## config.mk

```make
export PLATFORM = sky130hd
export DESIGN_NAME = mrd_bfly_addr_gen
export DESIGN_NICKNAME = d
export VERILOG_FILES = /design/src/rtl/mrd_pkg.sv /design/src/rtl/mrd_div7.sv /design/src/rtl/mrd_bfly_addr_gen.sv
export VERILOG_INCLUDE_DIRS = /design/src /design/src/include
export SDC_FILE = /design/constraint.sdc
export NUM_CORES = 1
export LEC_CHECK = 0
export ABC_AREA = 1
export BUFFER_PORTS_ARGS = -buffer_cell sky130_fd_sc_hd__buf_2
export CORE_ASPECT_RATIO = 0.7
export CORE_MARGIN = 2
export CORE_UTILIZATION = 50
export CTS_CLUSTER_DIAMETER = 120
export CTS_CLUSTER_SIZE = 8
export DETAILED_ROUTE_END_ITERATION = 10
export GPL_TIMING_DRIVEN = 0
export PLACE_DENSITY_LB_ADDON = 0.3
export REMOVE_ABC_BUFFERS = 1
export SYNTH_ARGS = -nofsm -noshare
export SYNTH_HDL_FRONTEND = slang
export SYNTH_HIERARCHICAL = 1
export SYNTH_SLANG_ARGS = --single-unit
```

## constraint.sdc

```tcl
create_clock -name clk -period 8.2 [get_ports clk]
set_input_delay 0.82 -clock clk [delete_from_list [all_inputs] [get_ports clk]]
set_output_delay 0.82 -clock clk [all_outputs]
set_load 0.01 [all_outputs]
```

## src/include/mrd_cfg.svh

```systemverilog
`ifndef MRD_CFG_SVH
`define MRD_CFG_SVH

// memory organisation
// seven banks, so no power-of-two stride folds onto one bank
`define MRD_NUM_BANKS 7

// lanes per butterfly, sized for radix 5
`define MRD_NUM_LANES 5

// real and imaginary part width
`define MRD_DATA_W 18

// sample address, up to 4096 points
`define MRD_ADDR_W 12

// bank row address and depth
// 586 rows x 7 banks covers 4096 points
`define MRD_ROW_W 10
`define MRD_ROW_DEPTH 586

`endif

```

## src/rtl/mrd_pkg.sv

```systemverilog
`include "mrd_cfg.svh"

package mrd_pkg;

	// ------------------------------------------------------------
	// sample and bank types
	// ------------------------------------------------------------

	typedef struct packed {
		logic signed [`MRD_DATA_W-1:0] re;
		logic signed [`MRD_DATA_W-1:0] im;
	} cplx_t;

	// bank number of one lane, 7 marks a lane above the radix
	typedef logic [2:0] bank_idx_t;

	localparam bank_idx_t BANK_NONE = 3'd7;

	typedef struct packed {
		bank_idx_t               bank;
		logic [`MRD_ROW_W-1:0]   row;
	} lane_addr_t;

	// ------------------------------------------------------------
	// pipeline payloads
	// ------------------------------------------------------------

	// one butterfly read request, lane 0 in the low bits
	typedef struct packed {
		lane_addr_t [`MRD_NUM_LANES-1:0] lane;
		logic [2:0]                      radix;
		logic [`MRD_ADDR_W-1:0]          bfly;
	} bfly_req_t;

	// one butterfly worth of samples in lane order
	typedef struct packed {
		cplx_t [`MRD_NUM_LANES-1:0] lane;
		logic [2:0]                 radix;
		logic [`MRD_ADDR_W-1:0]     bfly;
	} rd_beat_t;

endpackage

```

## src/rtl/mrd_div7.sv

```systemverilog
`timescale 1ns/100ps
`include "mrd_cfg.svh"

module mrd_div7 (
	input  logic [`MRD_ADDR_W-1:0] dividend,
	output logic [`MRD_ROW_W-1:0]  quotient,
	output mrd_pkg::bank_idx_t     remainder
);

	// 1170/8192 lies just under 1/7
	// estimate is low by at most one over the 12-bit range
	localparam logic [10:0] RECIP = 11'd1170;
	localparam int unsigned SHIFT = 13;

	logic [`MRD_ADDR_W+10:0] product;
	logic [`MRD_ROW_W-1:0]   q_est;
	logic [`MRD_ADDR_W-1:0]  diff;
	logic [3:0]              r_est;
	logic [3:0]              r_fix;

	always_comb
	begin
		product = dividend * RECIP;
		q_est = product[SHIFT +: `MRD_ROW_W];
		// residue stays below 14, four bits are enough
		diff = dividend - q_est * 3'd7;
		r_est = diff[3:0];
		r_fix = r_est - 4'd7;
		// correction step when the estimate came out one short
		if (r_est >= 4'd7)
		begin
			quotient = q_est + 1'b1;
			remainder = r_fix[2:0];
		end
		else
		begin
			quotient = q_est;
			remainder = r_est[2:0];
		end
	end

endmodule

```

## src/rtl/mrd_bfly_addr_gen.sv

```systemverilog
`timescale 1ns/100ps
`include "mrd_cfg.svh"

module mrd_bfly_addr_gen (
	input  logic                   clk,
	input  logic                   rst_n,
	input  logic                   start,
	input  logic [2:0]             radix,
	input  logic [`MRD_ADDR_W-1:0] num_bfly,
	output logic                   busy,
	output logic                   req_valid,
	output mrd_pkg::bfly_req_t     req
);
	import mrd_pkg::*;

	logic                   run;
	logic [2:0]             drain;
	logic                   accept;
	logic                   last_bfly;
	logic [2:0]             radix_q;
	logic [`MRD_ADDR_W-1:0] nbfly_q;
	logic [`MRD_ADDR_W-1:0] bfly_cnt;

	logic [`MRD_ADDR_W-1:0] lane_addr [`MRD_NUM_LANES];
	logic [`MRD_ROW_W-1:0]  lane_row [`MRD_NUM_LANES];
	bank_idx_t              lane_bank [`MRD_NUM_LANES];

	// ------------------------------------------------------------
	// butterfly counter
	// ------------------------------------------------------------

	// busy also covers the three pipeline stages behind the counter
	assign busy = run | (|drain);
	assign accept = start & ~busy;
	assign last_bfly = (bfly_cnt == nbfly_q - 1'b1);

	always_ff @(posedge clk)
	begin
		if (!rst_n)
		begin
			run <= 1'b0;
			drain <= '0;
			bfly_cnt <= '0;
			radix_q <= '0;
			nbfly_q <= '0;
		end
		else
		begin
			drain <= {drain[1:0], run};
			if (accept)
			begin
				run <= 1'b1;
				bfly_cnt <= '0;
				radix_q <= radix;
				nbfly_q <= num_bfly;
			end
			else if (run)
			begin
				if (last_bfly)
					run <= 1'b0;
				else
					bfly_cnt <= bfly_cnt + 1'b1;
			end
		end
	end

	// ------------------------------------------------------------
	// lane addresses b + k*M, split into bank and row
	// ------------------------------------------------------------

	for (genvar k = 0; k < `MRD_NUM_LANES; k++)
	begin : g_lane
		localparam logic [`MRD_ADDR_W-1:0] LANE_K = k;

		assign lane_addr[k] = bfly_cnt + LANE_K * nbfly_q;

		mrd_div7 i_div7 (
			.dividend  (lane_addr[k]),
			.quotient  (lane_row[k]),
			.remainder (lane_bank[k])
		);
	end

	// registered request
	always_ff @(posedge clk)
	begin
		if (!rst_n)
			req_valid <= 1'b0;
		else
			req_valid <= run;
	end

	always_ff @(posedge clk)
	begin
		if (run)
		begin
			req.radix <= radix_q;
			req.bfly <= bfly_cnt;
			for (int k = 0; k < `MRD_NUM_LANES; k++)
			begin
				// lanes above the radix read nothing
				if (k < radix_q)
				begin
					req.lane[k].bank <= lane_bank[k];
					req.lane[k].row <= lane_row[k];
				end
				else
				begin
					req.lane[k].bank <= BANK_NONE;
					req.lane[k].row <= '0;
				end
			end
		end
	end

	// ------------------------------------------------------------
	// checks
	// ------------------------------------------------------------

	a_start_args: assert property (@(posedge clk) disable iff (!rst_n)
		accept |-> (radix >= 3'd2 && radix <= 3'd5 && num_bfly != '0))
		else $error("start with radix %0d and num_bfly %0d", radix, num_bfly);

	for (genvar k = 0; k < `MRD_NUM_LANES; k++)
	begin : g_row_chk
		a_row_range: assert property (@(posedge clk) disable iff (!rst_n)
			(req_valid && req.lane[k].bank != BANK_NONE)
				|-> (req.lane[k].row < `MRD_ROW_DEPTH))
			else $error("lane %0d row %0d beyond bank depth", k, req.lane[k].row);
	end

endmodule

```

* Word level (Yosys, flattened, before mapping)
Index checks and enable logic that the tools add are counted.
** Storage, ports and cells
- Flip-flop bits (word level) :: 112
- Output and inout port bits :: 82
- Word-level logic and storage cells :: 82
** Cells by class
- $add $sub $neg :: 21
- Multiply operators :: 11
- Magnitude comparators :: 10
- Equality and inequality tests :: 1
- Mux-type cells :: 13
- Bitwise operators :: 5
- Reduce and logical (&&, ||, !) cells :: 3
** Operators with widths (number)
- 12-bit by 10-bit multiplier with 22-bit output (second input constant) :: 5
- 10-bit by 1-bit adder with 10-bit output (second input constant) :: 5
- 10-bit by 3-bit multiplier with 4-bit output (second input constant) :: 5
- 10-bit two-way mux :: 5
- 12-bit adder :: 4
- 4-bit by 3-bit >= comparator with 1-bit output (second input constant) :: 5
- 4-bit subtractor :: 5
- 3-bit two-way mux :: 5
- 3-bit subtractor (second input constant) :: 5
- 12-bit by 1-bit adder with 12-bit output (second input constant) :: 1
- 12-bit equality test :: 1
- 2-bit by 12-bit multiplier with 12-bit output (first input constant) :: 1
- 12-bit by 1-bit subtractor with 12-bit output (second input constant) :: 1
- 1-bit by 3-bit less-than comparator with 1-bit output (first input constant) :: 2
- 2-bit by 3-bit less-than comparator with 1-bit output (first input constant) :: 2
- 3-bit less-than comparator (first input constant) :: 1
- 1-bit two-way mux :: 3
- 1-bit inverter :: 3
- 3-bit OR reduction :: 1
- 2-bit AND reduction :: 1
- 2-bit OR reduction :: 1
- 1-bit bitwise AND :: 1
- 1-bit OR :: 1

* Longest topological paths before layout
Gate-level depths: netlist (run 1).
- Depth after elaboration :: 7
- Mapped depth :: 45
- Gate-level depth less buffers :: 44

* By module
The synthesis (run 1) kept the hierarchy.
** Modules (own cells, without submodules)
- mrd_bfly_addr_gen :: times used 1, cells an instance 758, area an instance 6764.0 um^2
- mrd_div7 at g_lane[3].i_div7 :: times used 1, cells an instance 385, area an instance 2527.4 um^2
- mrd_div7 at g_lane[1].i_div7 :: times used 1, cells an instance 387, area an instance 2496.1 um^2
- mrd_div7 at g_lane[0].i_div7 :: times used 1, cells an instance 388, area an instance 2476.1 um^2
- mrd_div7 at g_lane[2].i_div7 :: times used 1, cells an instance 386, area an instance 2459.9 um^2
- mrd_div7 at g_lane[4].i_div7 :: times used 1, cells an instance 387, area an instance 2437.3 um^2

* Worst setup path after synthesis (run 1)
Ideal clock, no wire load.
- Kind :: register to register
- Start point :: register bfly_cnt[1]
- End point :: register req[65] in the netlist's numbering (data pin)
- Setup time :: 262 ps
- Arrival time :: 6914 ps
- Required time :: 7938 ps
- Path slack :: 1024 ps
- Stages on the path, launching flop included :: 37
- Path buffers :: 1
- Cells stage by stage :: dfxtp_1 > fa_1 > ha_1 > inv_1 > fa_1 > inv_1 > a31oi_1 > xnor2_1 > ha_1 > fa_1 > ha_1 > inv_1 > fa_1 > inv_1 > ha_1 > nand2_2 > inv_1 > a21oi_2 > nand3_2 > nand2_4 > inv_1 > ha_1 > ha_1 > inv_1 > ha_1 > inv_1 > ha_1 > a21oi_1 > nand3_1 > nand2_1 > inv_1 > nand3_1 > nand3_2 > buf_6 > nand2_1 > nand2_1 > or2_2
** RTL lines
- start, declared :: RTL line mrd_bfly_addr_gen.sv:22 : logic [`MRD_ADDR_W-1:0] bfly_cnt;
- start signal, assigned :: RTL line mrd_bfly_addr_gen.sv:62 : bfly_cnt <= bfly_cnt + 1'b1;
- end, declared :: RTL line mrd_bfly_addr_gen.sv:12 : output mrd_pkg::bfly_req_t req

==> results.json, run 1 <==
{
  "final_max_slew_viol_count": 0,
  "drc": 0,
  "overflow": 0,
  "finalHoldViolCount": 0,
  "yosysTopAreaCell": "ha_1",
  "status": "completed",
  "synthTopCellsByArea": "ha_1, nand2_1, edfxtp_1",
  "setup_viol": 0,
  "r2r_setup_slack_ns": 0.36,
  "pre_cts_ws_ns": -0.4144,
  "vias": 17680,
  "multi_input_comb_area_sq_um": 14260,
  "reg2reg_to": "req[65]",
  "async_reset_ff_share_pct": 0,
  "path_common_cell": "inv_1",
  "rows": 59,
  "reg2reg_depth": 38,
  "holdPathEnd": "drain[2]",
  "htreeDepth": 3,
  "clock-sinks": 111,
  "dpl.hpwl_um": 39730,
  "hp-class": "register to register",
  "worst_pin_slew_ns": 1.293,
  "grt_max_degree": 57,
  "start_util_pct": 51.20,
  "design.die.area_sq_um": 39930,
  "postRouteWirelength_um": 48610,
  "wl_per_cell_um": 14.88,
  "crit_type": "register to register",
  "cap_violations": 0,
  "dr.pass1.iters": 5,
  "endpoint_kind": "register",
  "fin_crit_sh_pct": 95.64,
  "synthCells": 2691,
  "insertion_delay_ns": 0.39,
  "crit_family": "adder cells",
  "cts_tree": "done",
  "die_w_um": 238.0,
  "drtAntennaViolNets": 0,
  "final_nets": 3209,
  "grt_use_total_pct": 24.46,
  "coreArea_sq_um": 37430,
  "min_delay_path_depth": 2,
  "cp_num_buf_inv": 9,
  "antenna_found_initial": 0,
  "r2r-start": "nbfly_q[1]",
  "start_kind": "register",
  "grt_pass1_vias": 16460,
  "fin_ws_ns": 0.3577,
  "numCtsBuffers": 9,
  "period_minus_slack_ns": 7.842,
  "regArea_sq_um": 3055,
  "worst_path_max_delay_cell": "fa_1",
  "drt-initial-drc-count": 1454,
  "synth-seq-area-share_pct": 15.78,
  "syn_to_final_growth_pct": 7.366,
  "holdWs_ns": 0.4334,
  "cp_max_fo": 13,
  "ys_ff_latch": 111,
  "cpPeakStageDelay_ns": 0.56,
  "dp.cells": 3243,
  "syn-cell-area_sq_um": 19160,
  "antennaDiodeCount": 0,
  "cp_data_arrival_time_ns": 7.99,
  "slew_headroom_pct": 13.53,
  "synth_cell_types": 50,
  "synth_edf_count": 80,
  "hp-start": "drain[1]",
  "io_pins": 100,
  "cts_hold_buf": 0,
  "drive_above_1_share_pct": 11.48,
  "skew_ns": 0.01292,
  "synth-main-ff-cell": "edfxtp_1",
  "cts_root_buf": "clkbuf_16",
  "required_ns": 8.35,
  "via_per_inst": 5.412,
  "gp_congestion": 0.9510,
  "syn_area_per_cell_sq_um": 7.120,
  "fin_cells": 3267,
  "io_buffers": 99,
  "ys_warn_count": 6,
  "netlist.area_leader.share_pct": 22.07,
  "grt_pass1_wl_um": 80380,
  "clock_path_buffers": 2,
  "clk_pin_slew_ns": 0.09,
  "die_h_um": 167.8,
  "fillers": 3529,
  "clock.fmax_mhz": 127.5
}
==> through the flow <==
step | setup TNS (ns) | util [%] | cell area, sq um
floorplan | 0 | - | 18940
global placement | -1.774 | 53.56 | 20040
detailed placement | -3.404 | 53.64 | 20080
CTS | 0 | 54.48 | 20390
global route | -0.01314 | 54.97 | 20570
finish | 0 | 54.97 | 20570
==> how the worst max path moves through the flow <==
stage | to | start | slack [ns] | depth (start not counted)
6_report | req[65] | nbfly_q[1] | 0.36 | 38
5_1_grt | req[65] | nbfly_q[1] | -0.008 | 39
3_3_place_gp | req[65] | bfly_cnt[0] | -0.28 | 33
3_5_place_dp | req[65] | bfly_cnt[0] | -0.41 | 33
2_1_floorplan | req[64] | bfly_cnt[3] | 0.94 | 32
4_1_cts | req[65] | nbfly_q[1] | 0.02 | 39
==> tightest hold or removal path, cell delays in order, from the launching register on <==
cell     delay (ns)
dfxtp_1        0.32
nand2_1        0.05
inv_1          0.03
==> cells in the final DEF (no fill, tap or decap), types with 11 or more instances in the layout <==
| cell type | instances |
|---|---|
| xnor2_1 | 26 |
| nor3_1 | 20 |
| inv_1 | 450 |
| dfxtp_1 | 17 |
| inv_2 | 17 |
| nand2_1 | 690 |
| nand4_1 | 91 |
| buf_2 | 99 |
| nor2_2 | 11 |
| or2_2 | 17 |
| nand2_2 | 55 |
| a21oi_1 | 104 |
| fa_1 | 79 |
| nor2_1 | 182 |
| a21oi_2 | 16 |
| nand3_1 | 208 |
| edfxtp_1 | 80 |
| ha_1 | 336 |
| nand3_2 | 23 |
| o21ai_0 | 53 |
| xor2_1 | 79 |
==> synthesized netlist by cell type, types with 8 or more instances <==
master / count
nand2_1: 691
inv_1: 451
ha_1: 338
nand3_1: 208
nor2_1: 182
a21oi_1: 105
nand4_1: 91
xor2_1: 82
edfxtp_1: 80
fa_1: 79
nand2_2: 55
o21ai_0: 54
xnor2_1: 32
dfxtp_1: 31
nand3_2: 25
nor3_1: 21
or2_2: 17
clkbuf_1: 16
inv_2: 16
a21oi_2: 15
nor2_2: 11
o21bai_1: 9
nand2_4: 8
nand3b_1: 8
nor2_4: 8
==> repair_timing <==
item                                    CTS  global route
pin swaps                                 0             5
gates resized for setup                   8            28
buffers inserted                          0             8
endpoints found under the hold margin     0             0
endpoints found under the setup margin   18            46
==> logic make-up (layout without fill, tap and decap cells) <==
kind of cell | Yosys count | count (layout) | share of synthesized area, %
buffers and inverters | 504 | 592 | 10.33
flip-flops | 111 | 111 | 15.78
XOR/XNOR | 115 | 115 | 5.296
AND/OR/NAND/NOR | 1336 | 1336 | 31.90
AO/OA/AOI/OAI | 208 | 208 | 6.373
adder cells (fa/ha/maj) | 417 | 417 | 30.33
==> registers in the layout, summed over array words and instances (netlist names) <==
register	flops
run	1
bfly_cnt	12
req	80
drain	3
radix_q	3
nbfly_q	12
==> routing by layer <==
metal,track usage [%],up-vias,share of wire [%]
li1,-,8873,-
met1,36.78,8246,49
met2,37.30,532,43
met3,3.935,31,6.9
met4,4.022,0,1.0
met5,0,-,0
==> final cells by class <==
type,instances,share of cell area [%]
timing repair buffer,108,2.834
inverter,468,8.539
clock buffer,13,1.368
tap,488,2.968
clock inverter,3,0.1095
sequential,111,14.85
multi-input combinational,2076,69.33
Power of run 1 is not shown: default switching activity piles up to over one toggle a cycle in this logic, so the estimate is an artifact.
==> inputs of run 2 (changes only) <==
--- a/config.mk
+++ b/config.mk
@@ -19,5 +19,4 @@
 export REMOVE_ABC_BUFFERS = 1
 export SYNTH_ARGS = -nofsm -noshare
 export SYNTH_HDL_FRONTEND = slang
-export SYNTH_HIERARCHICAL = 1
 export SYNTH_SLANG_ARGS = --single-unit
==> run 2 against run 1 <==
Effect of this change:
- non-clock buffer count decreased by 2
- via count decreased by 6.4%
- critical path depth decreased by 4
- register-to-register slack improved by 0.09 ns
- synthesized cell count decreased by 6.9%
- first-iteration DRC count decreased by 21%
- sequential share of layout area increased by 0.61 points
- die area decreased by 4.7%
- largest cell class unchanged
- core utilization decreased by 0.24 points
- clock-buffer cell count decreased by 4
==> results.json, run 2 <==
{
  "grt_max_degree": 71,
  "grt_pass1_vias": 15270,
  "drc": 0,
  "rsz0062_at_grt": "false",
  "finish.utilization_pct": 54.73,
  "path_common_cell": "inv_1",
  "fin_crit_sh_pct": 94.52,
  "cap_violations": 0,
  "postLayoutCellArea_sq_um": 19660,
  "r2r_setup_slack_ns": 0.45,
  "ys_warn_count": 0,
  "required_ns": 8.32,
  "die_w_um": 232.2,
  "synth-seq-area-share_pct": 16.58,
  "dr.pass1.iters": 6,
  "overflow": 0,
  "crit_type": "register to register",
  "dpl_cell_area_sq_um": 19230,
  "skew_ns": 0.01345,
  "period_minus_slack_ns": 7.751,
  "yosysTopAreaCell": "ha_1",
  "final_common_cell": "nand2_1",
  "gp_congestion": 0.9381,
  "grt_pass1_wl_um": 75110,
  "syn_to_final_growth_pct": 7.816,
  "cp_data_arrival_time_ns": 7.87,
  "cts_hold_buf": 0,
  "synth_cell_types": 56,
  "netlist.area_leader.share_pct": 23.26,
  "syn-cell-area_sq_um": 18230,
  "design.die.area_sq_um": 38030,
  "antenna_found_initial": 0,
  "drive_above_1_share_pct": 8.394,
  "start_kind": "register",
  "hp-class": "register to register",
  "clock-sinks": 111,
  "postRouteWirelength_um": 46220,
  "coreArea_sq_um": 35920,
  "syn_area_per_cell_sq_um": 7.276,
  "slew_headroom_pct": 18.75,
  "start_util_pct": 50.76,
  "holdWs_ns": 0.4285,
  "antennaDiodeCount": 0,
  "die_h_um": 163.8,
  "finalHoldViolCount": 0,
  "cts_tree": "done",
  "drtAntennaViolNets": 0,
  "via_per_inst": 5.358,
  "clk_pin_slew_ns": 0.09,
  "largest_reg_flops": 80,
  "synth_most_common_cell": "nand2_1",
  "cpPeakStageDelay_ns": 0.50,
  "max_flop_register": "req",
  "grt_use_total_pct": 24.57,
  "vias": 16550,
  "wl_per_cell_um": 14.96,
  "synth_edf_count": 80,
  "multi_input_comb_area_sq_um": 13350,
  "clock_path_buffers": 2,
  "status": "completed",
  "final_max_slew_viol_count": 0,
  "worst_path_max_delay_cell": "fa_1",
  "fillers": 3394,
  "synthTopCellsByArea": "ha_1, edfxtp_1, nand2_1",
  "cts_root_buf": "clkbuf_16",
  "ys_top_cells_by_count": "nand2_1, inv_1, ha_1",
  "htreeDepth": 3,
  "drt-initial-drc-count": 1143,
  "synthCells": 2506,
  "setup_viol": 0,
  "regArea_sq_um": 3040,
  "dpl.hpwl_um": 38270,
  "io_pins": 100,
  "insertion_delay_ns": 0.40,
  "numCtsBuffers": 9,
  "async_reset_ff_share_pct": 0,
  "final_nets": 3045,
  "layout_common_cells": "nand2_1, inv_1, ha_1",
  "reg_top3": "req (80), bfly_cnt (12), nbfly_q (12)",
  "synth-main-ff-cell": "edfxtp_1",
  "endpoint_kind": "register",
  "rows": 58,
  "io_buffers": 99,
  "cp_max_fo": 7,
  "worst_pin_slew_ns": 1.215,
  "ys_ff_latch": 111,
  "clock.fmax_mhz": 129.0
}
-- run 2: kinds of logic after synthesis --
logic type	count (synthesis)	synth area share, %
and+or+nand+nor	1097	26.72
adders and majority gates	423	32.48
DFF	111	16.58
xor gates and xnor gates	119	5.757
AOI/OAI and AO/OA	258	7.891
buffers and inverters	498	10.57
-- run 2: final cells by class --
| type | instances | area share, % |
|---|---|---|
| clock buffers | 9 | 1.146 |
| flip-flops and latches | 111 | 15.47 |
| inverters | 478 | 9.184 |
| multi-input cells | 1898 | 67.88 |
| well taps | 480 | 3.055 |
| repair buffers | 106 | 2.890 |
| clock inverters | 7 | 0.3755 |
-- run 2: worst max-delay path, delay by kind of cell, from the launching register on --
family | cells | cell delay [ns]
XOR/XNOR | 1 | 0.23
flip-flops | 1 | 0.46
AO/OA/AOI/OAI | 6 | 1.14
adder cells (fa/ha/maj) | 11 | 3.93
buffers and inverters | 8 | 0.77
AND/OR/NAND/NOR | 8 | 0.92
-- run 2: stage by stage --
step / setup TNS, ns / worst slack (ns) / std cells
2_1_floorplan: 0 / 1.021 / 2486
3_3_place_gp: -4.600 / -0.4585 / 3065
3_5_place_dp: -6.359 / -0.5582 / 3066
4_1_cts: 0 / 0.02807 / 3082
5_1_grt: 0 / 0.006989 / 3089
6_report: 0 / 0.4494 / 3089
-- run 2: repair_timing --
item | 4_1_cts | 5_1_grt
resized for setup | 5 | 17
setup endpoints to repair | 13 | 26
pin swaps | 0 | 1
buffers inserted | 0 | 6
cloned | 0 | 1
-- run 2: worst paths after layout --
| kind | from | endpoint | depth (start not counted) |
|---|---|---|---|
| worst max-delay path | nbfly_q[1] | req[66] | 34 |
| worst min-delay path | drain[1] | drain[2] | 2 |
| worst max register to register | nbfly_q[1] | req[66] | 34 |
| worst min register to register | drain[1] | drain[2] | 2 |
-- run 2: routing by layer --
metal | share of wire (%) | vias up | track usage [%]
met5 | 0 | - | 0
met3 | 7.8 | 39 | 4.479
li1 | - | 8284 | -
met1 | 49 | 7723 | 36.60
met2 | 42 | 506 | 37.04
met4 | 1.3 | 0 | 4.779
Power of run 2 is left out for the same reason.
