`src/include/mrd_cfg.svh`:
```
`ifndef MRD_CFG_SVH
`define MRD_CFG_SVH

// memory organisation
// seven banks, so no power-of-two stride folds onto one bank
`define MRD_NUM_BANKS 7

// lanes per butterfly, sized for radix 5
`define MRD_NUM_LANES 5

// real and imaginary part width
`define MRD_DATA_W 18

// sample address, up to 4096 points
`define MRD_ADDR_W 12

// bank row address and depth
// 586 rows x 7 banks covers 4096 points
`define MRD_ROW_W 10
`define MRD_ROW_DEPTH 586

`endif

```
`src/rtl/mrd_pkg.sv`:
```
`include "mrd_cfg.svh"

package mrd_pkg;

	// ------------------------------------------------------------
	// sample and bank types
	// ------------------------------------------------------------

	typedef struct packed {
		logic signed [`MRD_DATA_W-1:0] re;
		logic signed [`MRD_DATA_W-1:0] im;
	} cplx_t;

	// bank number of one lane, 7 marks a lane above the radix
	typedef logic [2:0] bank_idx_t;

	localparam bank_idx_t BANK_NONE = 3'd7;

	typedef struct packed {
		bank_idx_t               bank;
		logic [`MRD_ROW_W-1:0]   row;
	} lane_addr_t;

	// ------------------------------------------------------------
	// pipeline payloads
	// ------------------------------------------------------------

	// one butterfly read request, lane 0 in the low bits
	typedef struct packed {
		lane_addr_t [`MRD_NUM_LANES-1:0] lane;
		logic [2:0]                      radix;
		logic [`MRD_ADDR_W-1:0]          bfly;
	} bfly_req_t;

	// one butterfly worth of samples in lane order
	typedef struct packed {
		cplx_t [`MRD_NUM_LANES-1:0] lane;
		logic [2:0]                 radix;
		logic [`MRD_ADDR_W-1:0]     bfly;
	} rd_beat_t;

endpackage

```
`src/rtl/mrd_lane_gather.sv`:
```
`timescale 1ns/100ps
`include "mrd_cfg.svh"

module mrd_lane_gather #(
	parameter type payload_t = mrd_pkg::cplx_t
) (
	input  logic                          clk,
	input  logic                          rst_n,
	input  logic                          rd_valid,
	input  mrd_pkg::bfly_req_t            rd_req,
	input  payload_t [`MRD_NUM_BANKS-1:0] bank_dout,
	output logic                          beat_valid,
	output mrd_pkg::rd_beat_t             beat,
	output logic                          stage_done
);
	import mrd_pkg::*;

	rd_beat_t  beat_d;
	bank_idx_t sel;

	// ------------------------------------------------------------
	// bank outputs back into lane order
	// ------------------------------------------------------------

	always_comb
	begin
		beat_d.radix = rd_req.radix;
		beat_d.bfly = rd_req.bfly;
		sel = BANK_NONE;
		for (int k = 0; k < `MRD_NUM_LANES; k++)
		begin
			sel = rd_req.lane[k].bank;
			// unused lane reads as zero
			if (sel == BANK_NONE)
				beat_d.lane[k] = '0;
			else
				beat_d.lane[k] = cplx_t'(bank_dout[sel]);
		end
	end

	// ------------------------------------------------------------
	// beat register
	// ------------------------------------------------------------

	always_ff @(posedge clk)
	begin
		if (!rst_n)
			beat_valid <= 1'b0;
		else
			beat_valid <= rd_valid;
	end

	always_ff @(posedge clk)
	begin
		if (rd_valid)
			beat <= beat_d;
	end

	// reads of a stage are back to back, so the held beat is the
	// last one once rd_valid has dropped behind it
	// stages never abut, busy keeps a gap between them
	assign stage_done = beat_valid & ~rd_valid;

endmodule

```
`config.mk`:
```
export PLATFORM = sky130hd
export DESIGN_NAME = mrd_lane_gather
export DESIGN_NICKNAME = d
export VERILOG_FILES = /design/src/rtl/mrd_pkg.sv /design/src/rtl/mrd_lane_gather.sv
export VERILOG_INCLUDE_DIRS = /design/src /design/src/include
export SDC_FILE = /design/constraint.sdc
export NUM_CORES = 1
export LEC_CHECK = 0
export ABC_AREA = 1
export BUFFER_PORTS_ARGS = -buffer_cell sky130_fd_sc_hd__buf_4
export CORE_ASPECT_RATIO = 1.1
export CORE_UTILIZATION = 29
export DETAILED_ROUTE_END_ITERATION = 8
export PLACE_DENSITY = 0.46
export RECOVER_POWER = 100
export SLEW_MARGIN = 0
export SYNTH_ARGS = -nofsm -noshare
export SYNTH_HDL_FRONTEND = slang
export SYNTH_SLANG_ARGS = --single-unit
export TNS_END_PERCENT = 100
```
`constraint.sdc`:
```
create_clock -name clk -period 2.6 [get_ports clk]
set_input_delay 0.13 -clock clk [delete_from_list [all_inputs] [get_ports clk]]
set_output_delay 0.13 -clock clk [all_outputs]
set_load 0.05 [all_outputs]
```
# [Yosys cells after proc, flatten, opt, wreduce, memory -nomap -nowiden]
# Cells that the tools add are included.
[word_totals] wordCells=35 out_inout_bits=197 register_bits=196 inputBits=335
[classes] n_mux=10 n_lt_le_gt_ge=5 bitwise_logic=2 n_eq_ne=5
[ops] op="binary-select mux 36 bit (select 3 bit)" count=5
[ops] op="two-way mux 36 bit" count=5
[ops] op="less-than comparator 3 x 4 -> 1 bit, second input constant" count=5
[ops] op="equality test 3 bit, second input constant" count=5
[ops] op="bitwise AND 1 bit" count=1
[ops] op="inverter 1 bit" count=1

# [Longest topological paths before layout]
# Gate-level depths: netlist of the first run.
[logic_depth] ltp_word=2 ltp_mapped=8 mapped_depth_nobuf=7

# [Worst setup path after synthesis of the first run]
# Ideal clock, no wire load.
[synth_path] kind="reg2out" from="reg beat_valid" to="out stage_done" stages_incl_launch_ff=3 n_path_buf=0 slack_ns=1.124 t_arrival_ns=1.346 path_cell_list="dfxtp_1 inv_1 nor2_1"
[synth_via] elab_chain_cells=1
[synth_rtl] element="from (decl)" line="mrd_lane_gather.sv:12" rtl="output logic beat_valid,"
[synth_rtl] element="from (signal assigned)" line="mrd_lane_gather.sv:50" rtl="beat_valid <= rd_valid;"
[synth_rtl] element="bitwise AND 1 bit" line="mrd_lane_gather.sv:62" rtl="assign stage_done = beat_valid & ~rd_valid;"
[synth_rtl] element="to (decl)" line="mrd_lane_gather.sv:14" rtl="output logic stage_done"
# No other way between the ends.

# [Worst setup path in the final report of the first run]
[layout_path] from="in rd_req[64] in the netlist's numbering" to="reg beat[154] in the netlist's numbering, data pin"
[layout_via] elab_chain_cells=2
[layout_rtl] element="from (decl)" line="mrd_lane_gather.sv:10" rtl="input mrd_pkg::bfly_req_t rd_req,"
[layout_rtl] element="binary-select mux 36 bit (select 3 bit)" line="mrd_lane_gather.sv:37" rtl="beat_d.lane[k] = cplx_t'(bank_dout[sel]);"
[layout_rtl] element="two-way mux 36 bit (implied by the code)" line="mrd_lane_gather.sv:37"
[layout_rtl] element="to (signal assigned)" line="mrd_lane_gather.sv:56" rtl="beat <= beat_d;"
[layout_rtl] element="to (decl)" line="mrd_lane_gather.sv:13" rtl="output mrd_pkg::rd_beat_t beat,"
# Parallel ways exist; a longest one is shown, timed or not. The select of a mux whose other input is x is not followed.
# A chain may end at the register's enable or synchronous reset.

==> impl_metrics.json, run 1 <==
{
  "final_common_cell": "nand2_1",
  "synth_area_um2": 18400,
  "vdd_drop_max_uv": 583,
  "leakagePower_nw": 11.6,
  "tightest_slew_ps": 1640,
  "syn_area_per_cell_um2": 5.78,
  "grt_max_degree": 109,
  "worstPathRequired_ps": 2860,
  "grt_pass1_wl_um": 146000,
  "area_growth_pct": 23.2,
  "finalSetupTns_ps": 0,
  "min_path_type": "input pin to register",
  "vias": 23362,
  "setup_viol": 0,
  "arrival_ps": 2120,
  "multi_input_area_um2": 10600,
  "power_density_nw_per_um2": 509,
  "cts.root.buffer_cell": "clkbuf_16",
  "clock-sinks": 196,
  "slew_viol_final": 146,
  "cts_tree": "done",
  "rsz0062_at_grt": "false",
  "crit_type": "input pin to register",
  "hold_viol_final": 0,
  "hold-path-endpoint": "beat[109]$_SDFFCE_PN0P_",
  "min_period_over_period_pct": 71.6,
  "layout_common_cells": "1945 x nand2_1, 648 x nand3_1, 286 x buf_4",
  "path_buf_inv": 3,
  "wl_per_cell_um": 23.0,
  "failed_checks": "capacitance limit, slew limit",
  "cp_top_family": "buffers and inverters",
  "end_kind": "register",
  "yosysWarnings": 0,
  "crit_path_top_delay_cell": "inv_4",
  "min_path_cells": 5,
  "num-fill-cells": 6971,
  "period_needed_ps": 1860,
  "min_from": "bank_dout[238]",
  "post-cts-setup-buffers": 0,
  "rows": 96,
  "instances_no_fill": 4395,
  "seq_area_um2": 5880,
  "dp_hpwl_um": 61600,
  "drive_above_1_share_pct": 10.7,
  "status": "finished with violations",
  "core_area_um2": 62500,
  "cts.htree.levels": 4,
  "antenna_found_initial": 15,
  "start_kind": "input pin",
  "clkSlewWorstSetupHoldPaths_ps": 80,
  "cts_buffer_depth": 2,
  "finalWorstSetupSlack_ps": 739,
  "cap_violations": 2,
  "overflow": 0,
  "vias_per_cell": 5.32,
  "dp_cells": 4323,
  "finalNetCount": 3875,
  "worstPathMaxFanout": 39,
  "drc_errors": 0,
  "syn_nets": 3511,
  "gp_congestion": 0.862,
  "slowest_delay_ps": 600,
  "ys_ff_latch": 196,
  "cp_num_cells": 8,
  "first_pass_iters": 7,
  "wl_um": 101000,
  "ys_types": 15,
  "port_buffers": 481,
  "die_w_um": 242,
  "initial_core_util_pct": 29.4,
  "cts_buffers": 17,
  "first_global_vias": 22093,
  "synthCells": 3176,
  "ant_nets": 0,
  "path_cells": "clkbuf_1, inv_4, clkbuf_1, nand2_1, nand3_1, nand2_1, nand2_1, nand2_1",
  "dp_slack_ps": 709,
  "ys_seq_area_share_pct": 32.0,
  "grt_usage_pct": 30.6,
  "dieArea_um2": 64300,
  "max_freq_mhz": 537,
  "crit_top_cell": "nand2_1",
  "initialDrtViolationCount": 2704,
  "relSlewSlack_pct": -9.41,
  "pin_count": 532,
  "die_y_um": 266
}
[state kept, by name, summed over array words and instances, names as in the netlist]
name	cells
beat	195
beat_valid	1
[metrics by stage]
step | utilization (%) | hold slack, ps | cell area (um^2) | total power, mW
final | 36.2 | 35.3 | 22600 | 11.5
after global routing | 36.2 | 37.8 | 22600 | 12.0
after CTS | 37.5 | 0.419 | 23500 | 11.8
after detailed placement | 36.1 | 309 | 22500 | 8.74
after global placement | 36.1 | 309 | 22500 | 8.71
after floorplan | - | 223 | 18400 | 6.85
[synth_stat cells]
master	count	area, um^2
clkinv_1	5	18.8
clkbuf_1	56	210
dfxtp_1	1	20.0
inv_1	146	548
buf_4	31	233
buf_6	20	225
buf_2	97	485
nand3_1	648	3240
buf_1	16	60.1
inv_4	5	31.3
nor2_1	1	3.75
nand2_1	1945	7300
edfxtp_1	195	5860
nor2_8	5	100
inv_2	5	18.8
[kinds of logic (layout without fill, tap and decap cells)]
| kind of cell | Yosys count | count (layout) | synth area share, % |
|---|---|---|---|
| buffers and inverters | 381 | 758 | 9.97 |
| flip-flops | 196 | 196 | 32.0 |
| other | 0 | 9 | 0 |
| AND/OR/NAND/NOR | 2599 | 2599 | 58.0 |
[tightest hold or removal path, cell delays in order]
cell and delay (ps):
buf_4 110, nand2_1 50, nand2_1 50, nand2_1 40
nand2_1 50
[per-layer routing]
metal | vias up | track usage (%) | share of wire (%)
met5 | - | 0 | 0.071
met4 | 10 | 15.3 | 4.1
met3 | 263 | 5.50 | 8.5
met2 | 1389 | 48.5 | 46
met1 | 10935 | 40.0 | 42
li1 | 10765 | - | -
[how the worst max path moves through the flow]
stage / startpoint / endpoint / slack (ps)
6_report: rd_req[64] / beat[154]$_SDFFCE_PN0P_ / 740
4_1_cts: beat[104]$_SDFFCE_PN0P_ / beat[104] / 1150
5_1_grt: rd_valid / stage_done / 650
2_1_floorplan: beat_valid$_SDFF_PN0_ / stage_done / 1120
3_5_place_dp: rd_req[51] / beat[103]$_SDFFCE_PN0P_ / 710
3_3_place_gp: rd_req[51] / beat[102]$_SDFFCE_PN0P_ / 700
[timing repair]
item | in CTS | in global routing
gates resized for setup | 0 | 0
setup endpoints to repair | 0 | 0
endpoints found under the hold margin | 38 | 0
hold buffers | 31 | 0
[report_power, final]
group          internal, mW  switching [mW]  total, mW
sequential             3.89           0.135       4.02
clock                  1.58            1.46       3.04
combinational          1.11            3.34       4.45
[layout make-up]
| class | count | area share [%] |
|---|---|---|
| Clock buffer | 20 | 2.02 |
| Antenna cell | 9 | 0.0996 |
| Inverter | 161 | 2.78 |
| Multi-Input combinational cell | 2599 | 47.0 |
| Clock inverter | 12 | 0.719 |
| Timing Repair Buffer | 565 | 16.8 |
| Sequential cell | 196 | 26.0 |
| Tap cell | 833 | 4.61 |
Note: power is estimated with default switching activity, not from simulation.
==> run 2: changes to the inputs <==
--- a/config.mk
+++ b/config.mk
@@ -11,7 +11,7 @@
 export CORE_ASPECT_RATIO = 1.1
 export CORE_UTILIZATION = 29
 export DETAILED_ROUTE_END_ITERATION = 8
-export PLACE_DENSITY = 0.46
+export PLACE_DENSITY = 0.48
 export RECOVER_POWER = 100
 export SLEW_MARGIN = 0
 export SYNTH_ARGS = -nofsm -noshare
==> constraint.sdc (replaced) <==
create_clock -name clk -period 1.6 [get_ports clk]
set_input_delay 0.08 -clock clk [delete_from_list [all_inputs] [get_ports clk]]
set_output_delay 0.08 -clock clk [all_outputs]
set_load 0.05 [all_outputs]
==> impl_metrics.json, run 2 (synthesis gave the netlist of run 1 again) <==
{
  "status": "complete, no violations",
  "setup_viol": 0,
  "grt_use_met3_pct": 4.48,
  "slew_viol_final": 0,
  "start_kind": "input pin",
  "arrival_ps": 1860,
  "port_buffers": 481,
  "critPathLaunch": "rd_req[38]",
  "largest_reg_flops": 195,
  "clock-sinks": 196,
  "cts_tree": "done",
  "wl_um": 96100,
  "min_from": "bank_dout[111]",
  "whs_ps": 24.1,
  "overflow": 0,
  "cap_violations": 0,
  "layout_common_cells": "1945 x nand2_1, 648 x nand3_1, 266 x buf_4",
  "crit_type": "input pin to register",
  "cts_buffers": 17,
  "rsz0062_at_grt": "false",
  "clkSlewWorstSetupHoldPaths_ps": 90,
  "dp_hpwl_um": 62500,
  "finalNetCount": 3943,
  "vdd_drop_max_uv": 932,
  "drc_errors": 0,
  "antenna_found_initial": 10,
  "top_regs": "beat: 195 flops, beat_valid: 1 flops",
  "power.total_mw": 18.9,
  "crit_path_top_delay_cell": "nor2_8",
  "grt_max_degree": 76,
  "slowest_delay_ps": 750,
  "cts.root.buffer_cell": "clkbuf_16",
  "crit_top_cell": "nand2_1",
  "path_buf_inv": 2,
  "worstPathMaxFanout": 36,
  "use_met1_pct": 38.4,
  "design_area_um2": 23600,
  "vias_per_cell": 5.09,
  "relSlewSlack_pct": 26.3,
  "max_freq_mhz": 678,
  "pin_count": 532,
  "final_common_cell": "nand2_1",
  "min_period_over_period_pct": 92.2,
  "hold_viol_final": 0,
  "post-cts-setup-buffers": 0,
  "dieArea_um2": 64300,
  "die_y_um": 266,
  "core_area_um2": 62500,
  "wl_per_cell_um": 21.5,
  "power_density_nw_per_um2": 803,
  "cp_top_family": "simple AND/OR/NAND/NOR gates",
  "min_path_type": "input pin to register",
  "period_needed_ps": 1480,
  "cts_buffer_depth": 2,
  "grt_busiest_layer": "met2",
  "path_cells": "buf_4, nor2_8, nand2_1, nand2_1, nand2_1, nand2_1, dlygate4sd3_1",
  "vias": 22710,
  "worstPathRequired_ps": 1980,
  "tightest_slew_ps": 1110,
  "leakagePower_nw": 12.3,
  "num-fill-cells": 7035,
  "placed_area_um2": 23000,
  "first_pass_iters": 9,
  "ant_nets": 0,
  "grt_usage_pct": 29.2,
  "use_met2_pct": 47.5,
  "finalSetupTns_ps": 0,
  "first_global_vias": 21086,
  "end_kind": "register",
  "gp_congestion": 0.836,
  "drive_above_1_share_pct": 14.6,
  "initial_core_util_pct": 29.4,
  "grt_pass1_wl_um": 141000,
  "initialDrtViolationCount": 2274,
  "cts.htree.levels": 4,
  "rows": 96,
  "regMostFlops": "beat",
  "die_w_um": 242,
  "area_growth_pct": 28.3
}
## run 2: changes by cell type in the layout (fill, tap and decap cells not counted), sizes merged
cell / previous run / this run
diode: 9 / 5
buf: 307 / 308
clkinv: 1 / 0
clkbuf: 247 / 275
clkinvlp: 2 / 4
dlygate4sd3: 31 / 70
inv: 167 / 166
## run 2: report_power, final
part	switching (mW)	internal (mW)	total, mW
Clock	2.42	2.54	4.96
Combinational	5.36	2.05	7.41
Sequential	0.237	6.32	6.55
Total	8.02	10.9	18.9
## run 2: final cells by class
| class | instances | area (um^2) | share of cell area (%) |
|---|---|---|---|
| Sequential cell | 196 | 5880 | 24.9 |
| Clock inverter | 12 | 169 | 0.717 |
| Tap cell | 833 | 1040 | 4.42 |
| Multi-Input combinational cell | 2599 | 10600 | 45.2 |
| Timing Repair Buffer | 633 | 4730 | 20.1 |
| Clock buffer | 20 | 447 | 1.90 |
| Antenna cell | 5 | 12.5 | 0.0531 |
| Inverter | 161 | 627 | 2.66 |
## run 2: path summary, 6_finish.rpt
| kind | to | slack (ps) | depth (start not counted) |
|---|---|---|---|
| max | beat[51]$_SDFFCE_PN0P_ | 120 | 7 |
| min | beat[90]$_SDFFCE_PN0P_ | 20 | 5 |
## run 2: worst min-delay path: stages
cell and delay, ps:
buf_4 110, nand2_1 50, nand3_1 70, nand3_1 60, nand2_1 70
## run 2: repair_timing
action,4_1_cts,5_1_grt
setup endpoints to repair,0,0
endpoints found under the hold margin,143,0
hold buffers,70,0
resized for setup,0,0
## run 2: layer usage
| metal | up-vias | wire length, um |
|---|---|---|
| met4 | 8 | 3400 |
| li1 | 10888 | - |
| met3 | 205 | 6500 |
| met2 | 1073 | 45100 |
| met1 | 10536 | 41000 |
| met5 | - | 59 |
## run 2: per-stage QoR
step / instances / util, % / setup slack, ps
2_1_floorplan: 3176 / - / 174
3_3_place_gp: 4352 / 36.8 / 77.7
3_5_place_dp: 4352 / 36.8 / 77.8
4_1_cts: 4454 / 38.9 / 167
5_1_grt: 4459 / 37.7 / 27.1
6_report: 4459 / 37.7 / 124
==> run 3: changes to the inputs <==
--- a/config.mk
+++ b/config.mk
@@ -6,10 +6,11 @@
 export SDC_FILE = /design/constraint.sdc
 export NUM_CORES = 1
 export LEC_CHECK = 0
-export ABC_AREA = 1
+export ABC_AREA = 0
 export BUFFER_PORTS_ARGS = -buffer_cell sky130_fd_sc_hd__buf_4
 export CORE_ASPECT_RATIO = 1.1
 export CORE_UTILIZATION = 29
+export CTS_CLUSTER_SIZE = 12
 export DETAILED_ROUTE_END_ITERATION = 8
 export PLACE_DENSITY = 0.48
 export RECOVER_POWER = 100
==> impl_metrics.json, run 3 <==
{
  "max_freq_mhz": 687,
  "synth_most_common_cell": "mux2i_1",
  "layout_common_cells": "540 x mux2i_1, 282 x buf_4, 201 x clkbuf_2",
  "instances_no_fill": 2612,
  "cap_violations": 0,
  "cts.root.buffer_cell": "clkbuf_16",
  "core_area_um2": 57700,
  "worstPathRequired_ps": 1860,
  "first_global_vias": 15676,
  "cts_buffers": 17,
  "power_density_nw_per_um2": 841,
  "period_needed_ps": 1460,
  "slew_viol_final": 0,
  "synth_area_leaders": "edfxtp_1 34%, mux2i_1 32%, a221oi_2 9.8%",
  "vdd_drop_max_uv": 909,
  "ys_ff_latch": 196,
  "synth_area_um2": 17000,
  "crit_path_top_delay_cell": "clkbuf_1",
  "synth_top_area_share_pct": 34.4,
  "initialDrtViolationCount": 1030,
  "cts_resized": 0,
  "ys_types": 30,
  "dp_cells": 2535,
  "first_pass_iters": 5,
  "yosys.area.top_type": "edfxtp_1",
  "setup_viol": 0,
  "clkSlewWorstSetupHoldPaths_ps": 80,
  "yosysWarnings": 0,
  "initial_core_util_pct": 29.5,
  "min_path_type": "input pin to register",
  "syn_nets": 1687,
  "vias": 15090,
  "crit_type": "input pin to register",
  "wl_um": 79300,
  "ant_nets": 0,
  "rows": 92,
  "synth-async-reset-ratio_pct": 0,
  "cts_buffer_depth": 2,
  "largest_reg_flops": 195,
  "clock-sinks": 196,
  "drc_errors": 0,
  "synth_compound_area_share_pct": 25.9,
  "wl_per_cell_um": 30.4,
  "design_area_um2": 21800,
  "tightest_slew_ps": 1470,
  "grt_max_degree": 52,
  "cts_tree": "done",
  "final_util_pct": 37.8,
  "final_common_cell": "mux2i_1",
  "syn_area_per_cell_um2": 12.6,
  "end_kind": "register",
  "status": "complete, no violations",
  "top_regs": "beat: 195 flops, beat_valid: 1 flops",
  "rsz0062_at_grt": "false",
  "arrival_ps": 1710,
  "port_buffers": 481,
  "leakagePower_nw": 9.57,
  "vias_per_cell": 5.78,
  "synth_fa_ha_area_share_pct": 0,
  "dp_hpwl_um": 56100,
  "finalSetupTns_ps": 0,
  "die_y_um": 256,
  "grt_usage_pct": 26.1,
  "hold_viol_final": 0,
  "synth_xor_area_share_pct": 0,
  "worstPathMaxFanout": 11,
  "synthCells": 1352,
  "area_growth_pct": 28.1,
  "synthTopCellsByCount": "540 x mux2i_1, 195 x edfxtp_1, 126 x o221a_1",
  "antenna_found_initial": 8,
  "path_buf_inv": 2,
  "grt_pass1_wl_um": 112000,
  "drive_above_1_share_pct": 34.3,
  "synth_top_family_by_area": "multiplexers",
  "overflow": 0,
  "gp_congestion": 0.846,
  "synth_simple_gate_area_share_pct": 1.01,
  "synthMuxAreaShare_pct": 31.8,
  "cts.htree.levels": 4,
  "relSlewSlack_pct": 2.33,
  "dieArea_um2": 59700,
  "ys_seq_area_share_pct": 34.5,
  "finalNetCount": 2180,
  "slowest_delay_ps": 420,
  "pin_count": 532,
  "path_cells": "clkbuf_2, nand2b_1, clkbuf_1, o221a_1, a221oi_1",
  "die_w_um": 233,
  "regMostFlops": "beat",
  "cp_top_family": "compound AO/OA/AOI/OAI gates",
  "min_period_over_period_pct": 90.9,
  "synth_edf_count": 195,
  "synth_flop_cell": "edfxtp_1",
  "placed_area_um2": 22000,
  "start_kind": "input pin"
}
## run 3: changes by cell type after synthesis, sizes merged, moves of 8 or more
cell     delta
nand2    -1941
nand3     -648
mux2i     +540
a221oi    +139
o221a     +136
inv       -121
buf        -42
a22o       +41
a21oi      +39
a2bb2oi    +39
clkbuf     -23
nor2b       +8
## run 3: power breakdown
| group | internal (mW) | switching, mW | total (mW) |
|---|---|---|---|
| Combinational | 2.39 | 4.65 | 7.04 |
| Sequential | 6.34 | 0.260 | 6.60 |
| Clock | 2.35 | 2.34 | 4.69 |
| Total | 11.1 | 7.25 | 18.3 |
## run 3: logic make-up after synthesis
group                  count (synthesis)
AOI/OAI and AO/OA                    399
buffers and inverters                190
DFF                                  196
muxes                                540
and+or+nand+nor                       27
## run 3: cell type report
type / instances / area [um^2]
tap: 752 / 941
antenna: 2 / 5.00
multi-input combinational: 966 / 9580
inverter: 35 / 131
sequential: 196 / 5880
timing repair buffer: 629 / 4680
clock inverter: 11 / 128
clock buffer: 21 / 450
fill: 5851 / 35900
## run 3: through the flow
stage	power [mW]	setup slack (ps)	hold slack (ps)
6_report	18.3	145	19.8
5_1_grt	18.9	121	-12.3
4_1_cts	19.0	245	2.15
3_5_place_dp	14.3	124	260
3_3_place_gp	14.2	50.7	259
2_1_floorplan	11.2	128	179
## run 3: worst paths after layout
check / start / end / cells past startpoint
setup / recovery: rd_req[51] / beat[118]$_SDFFCE_PN0P_ / 5
hold / removal: rd_valid / beat[24]$_SDFFCE_PN0P_ / 1
## run 3: repair_timing
| action | in CTS | in global routing |
|---|---|---|
| setup buffers | 0 | 0 |
| hold buffers | 43 | 0 |
| endpoints found under the hold margin | 47 | 0 |
## run 3: metal layers
layer	GRT usage [%]	routed length (um)	vias to the layer above
li1	-	-	6696
met1	33.3	33600	7618
met2	43.6	38400	647
met3	5.72	5200	117
met4	7.77	2040	12
met5	0	88	-
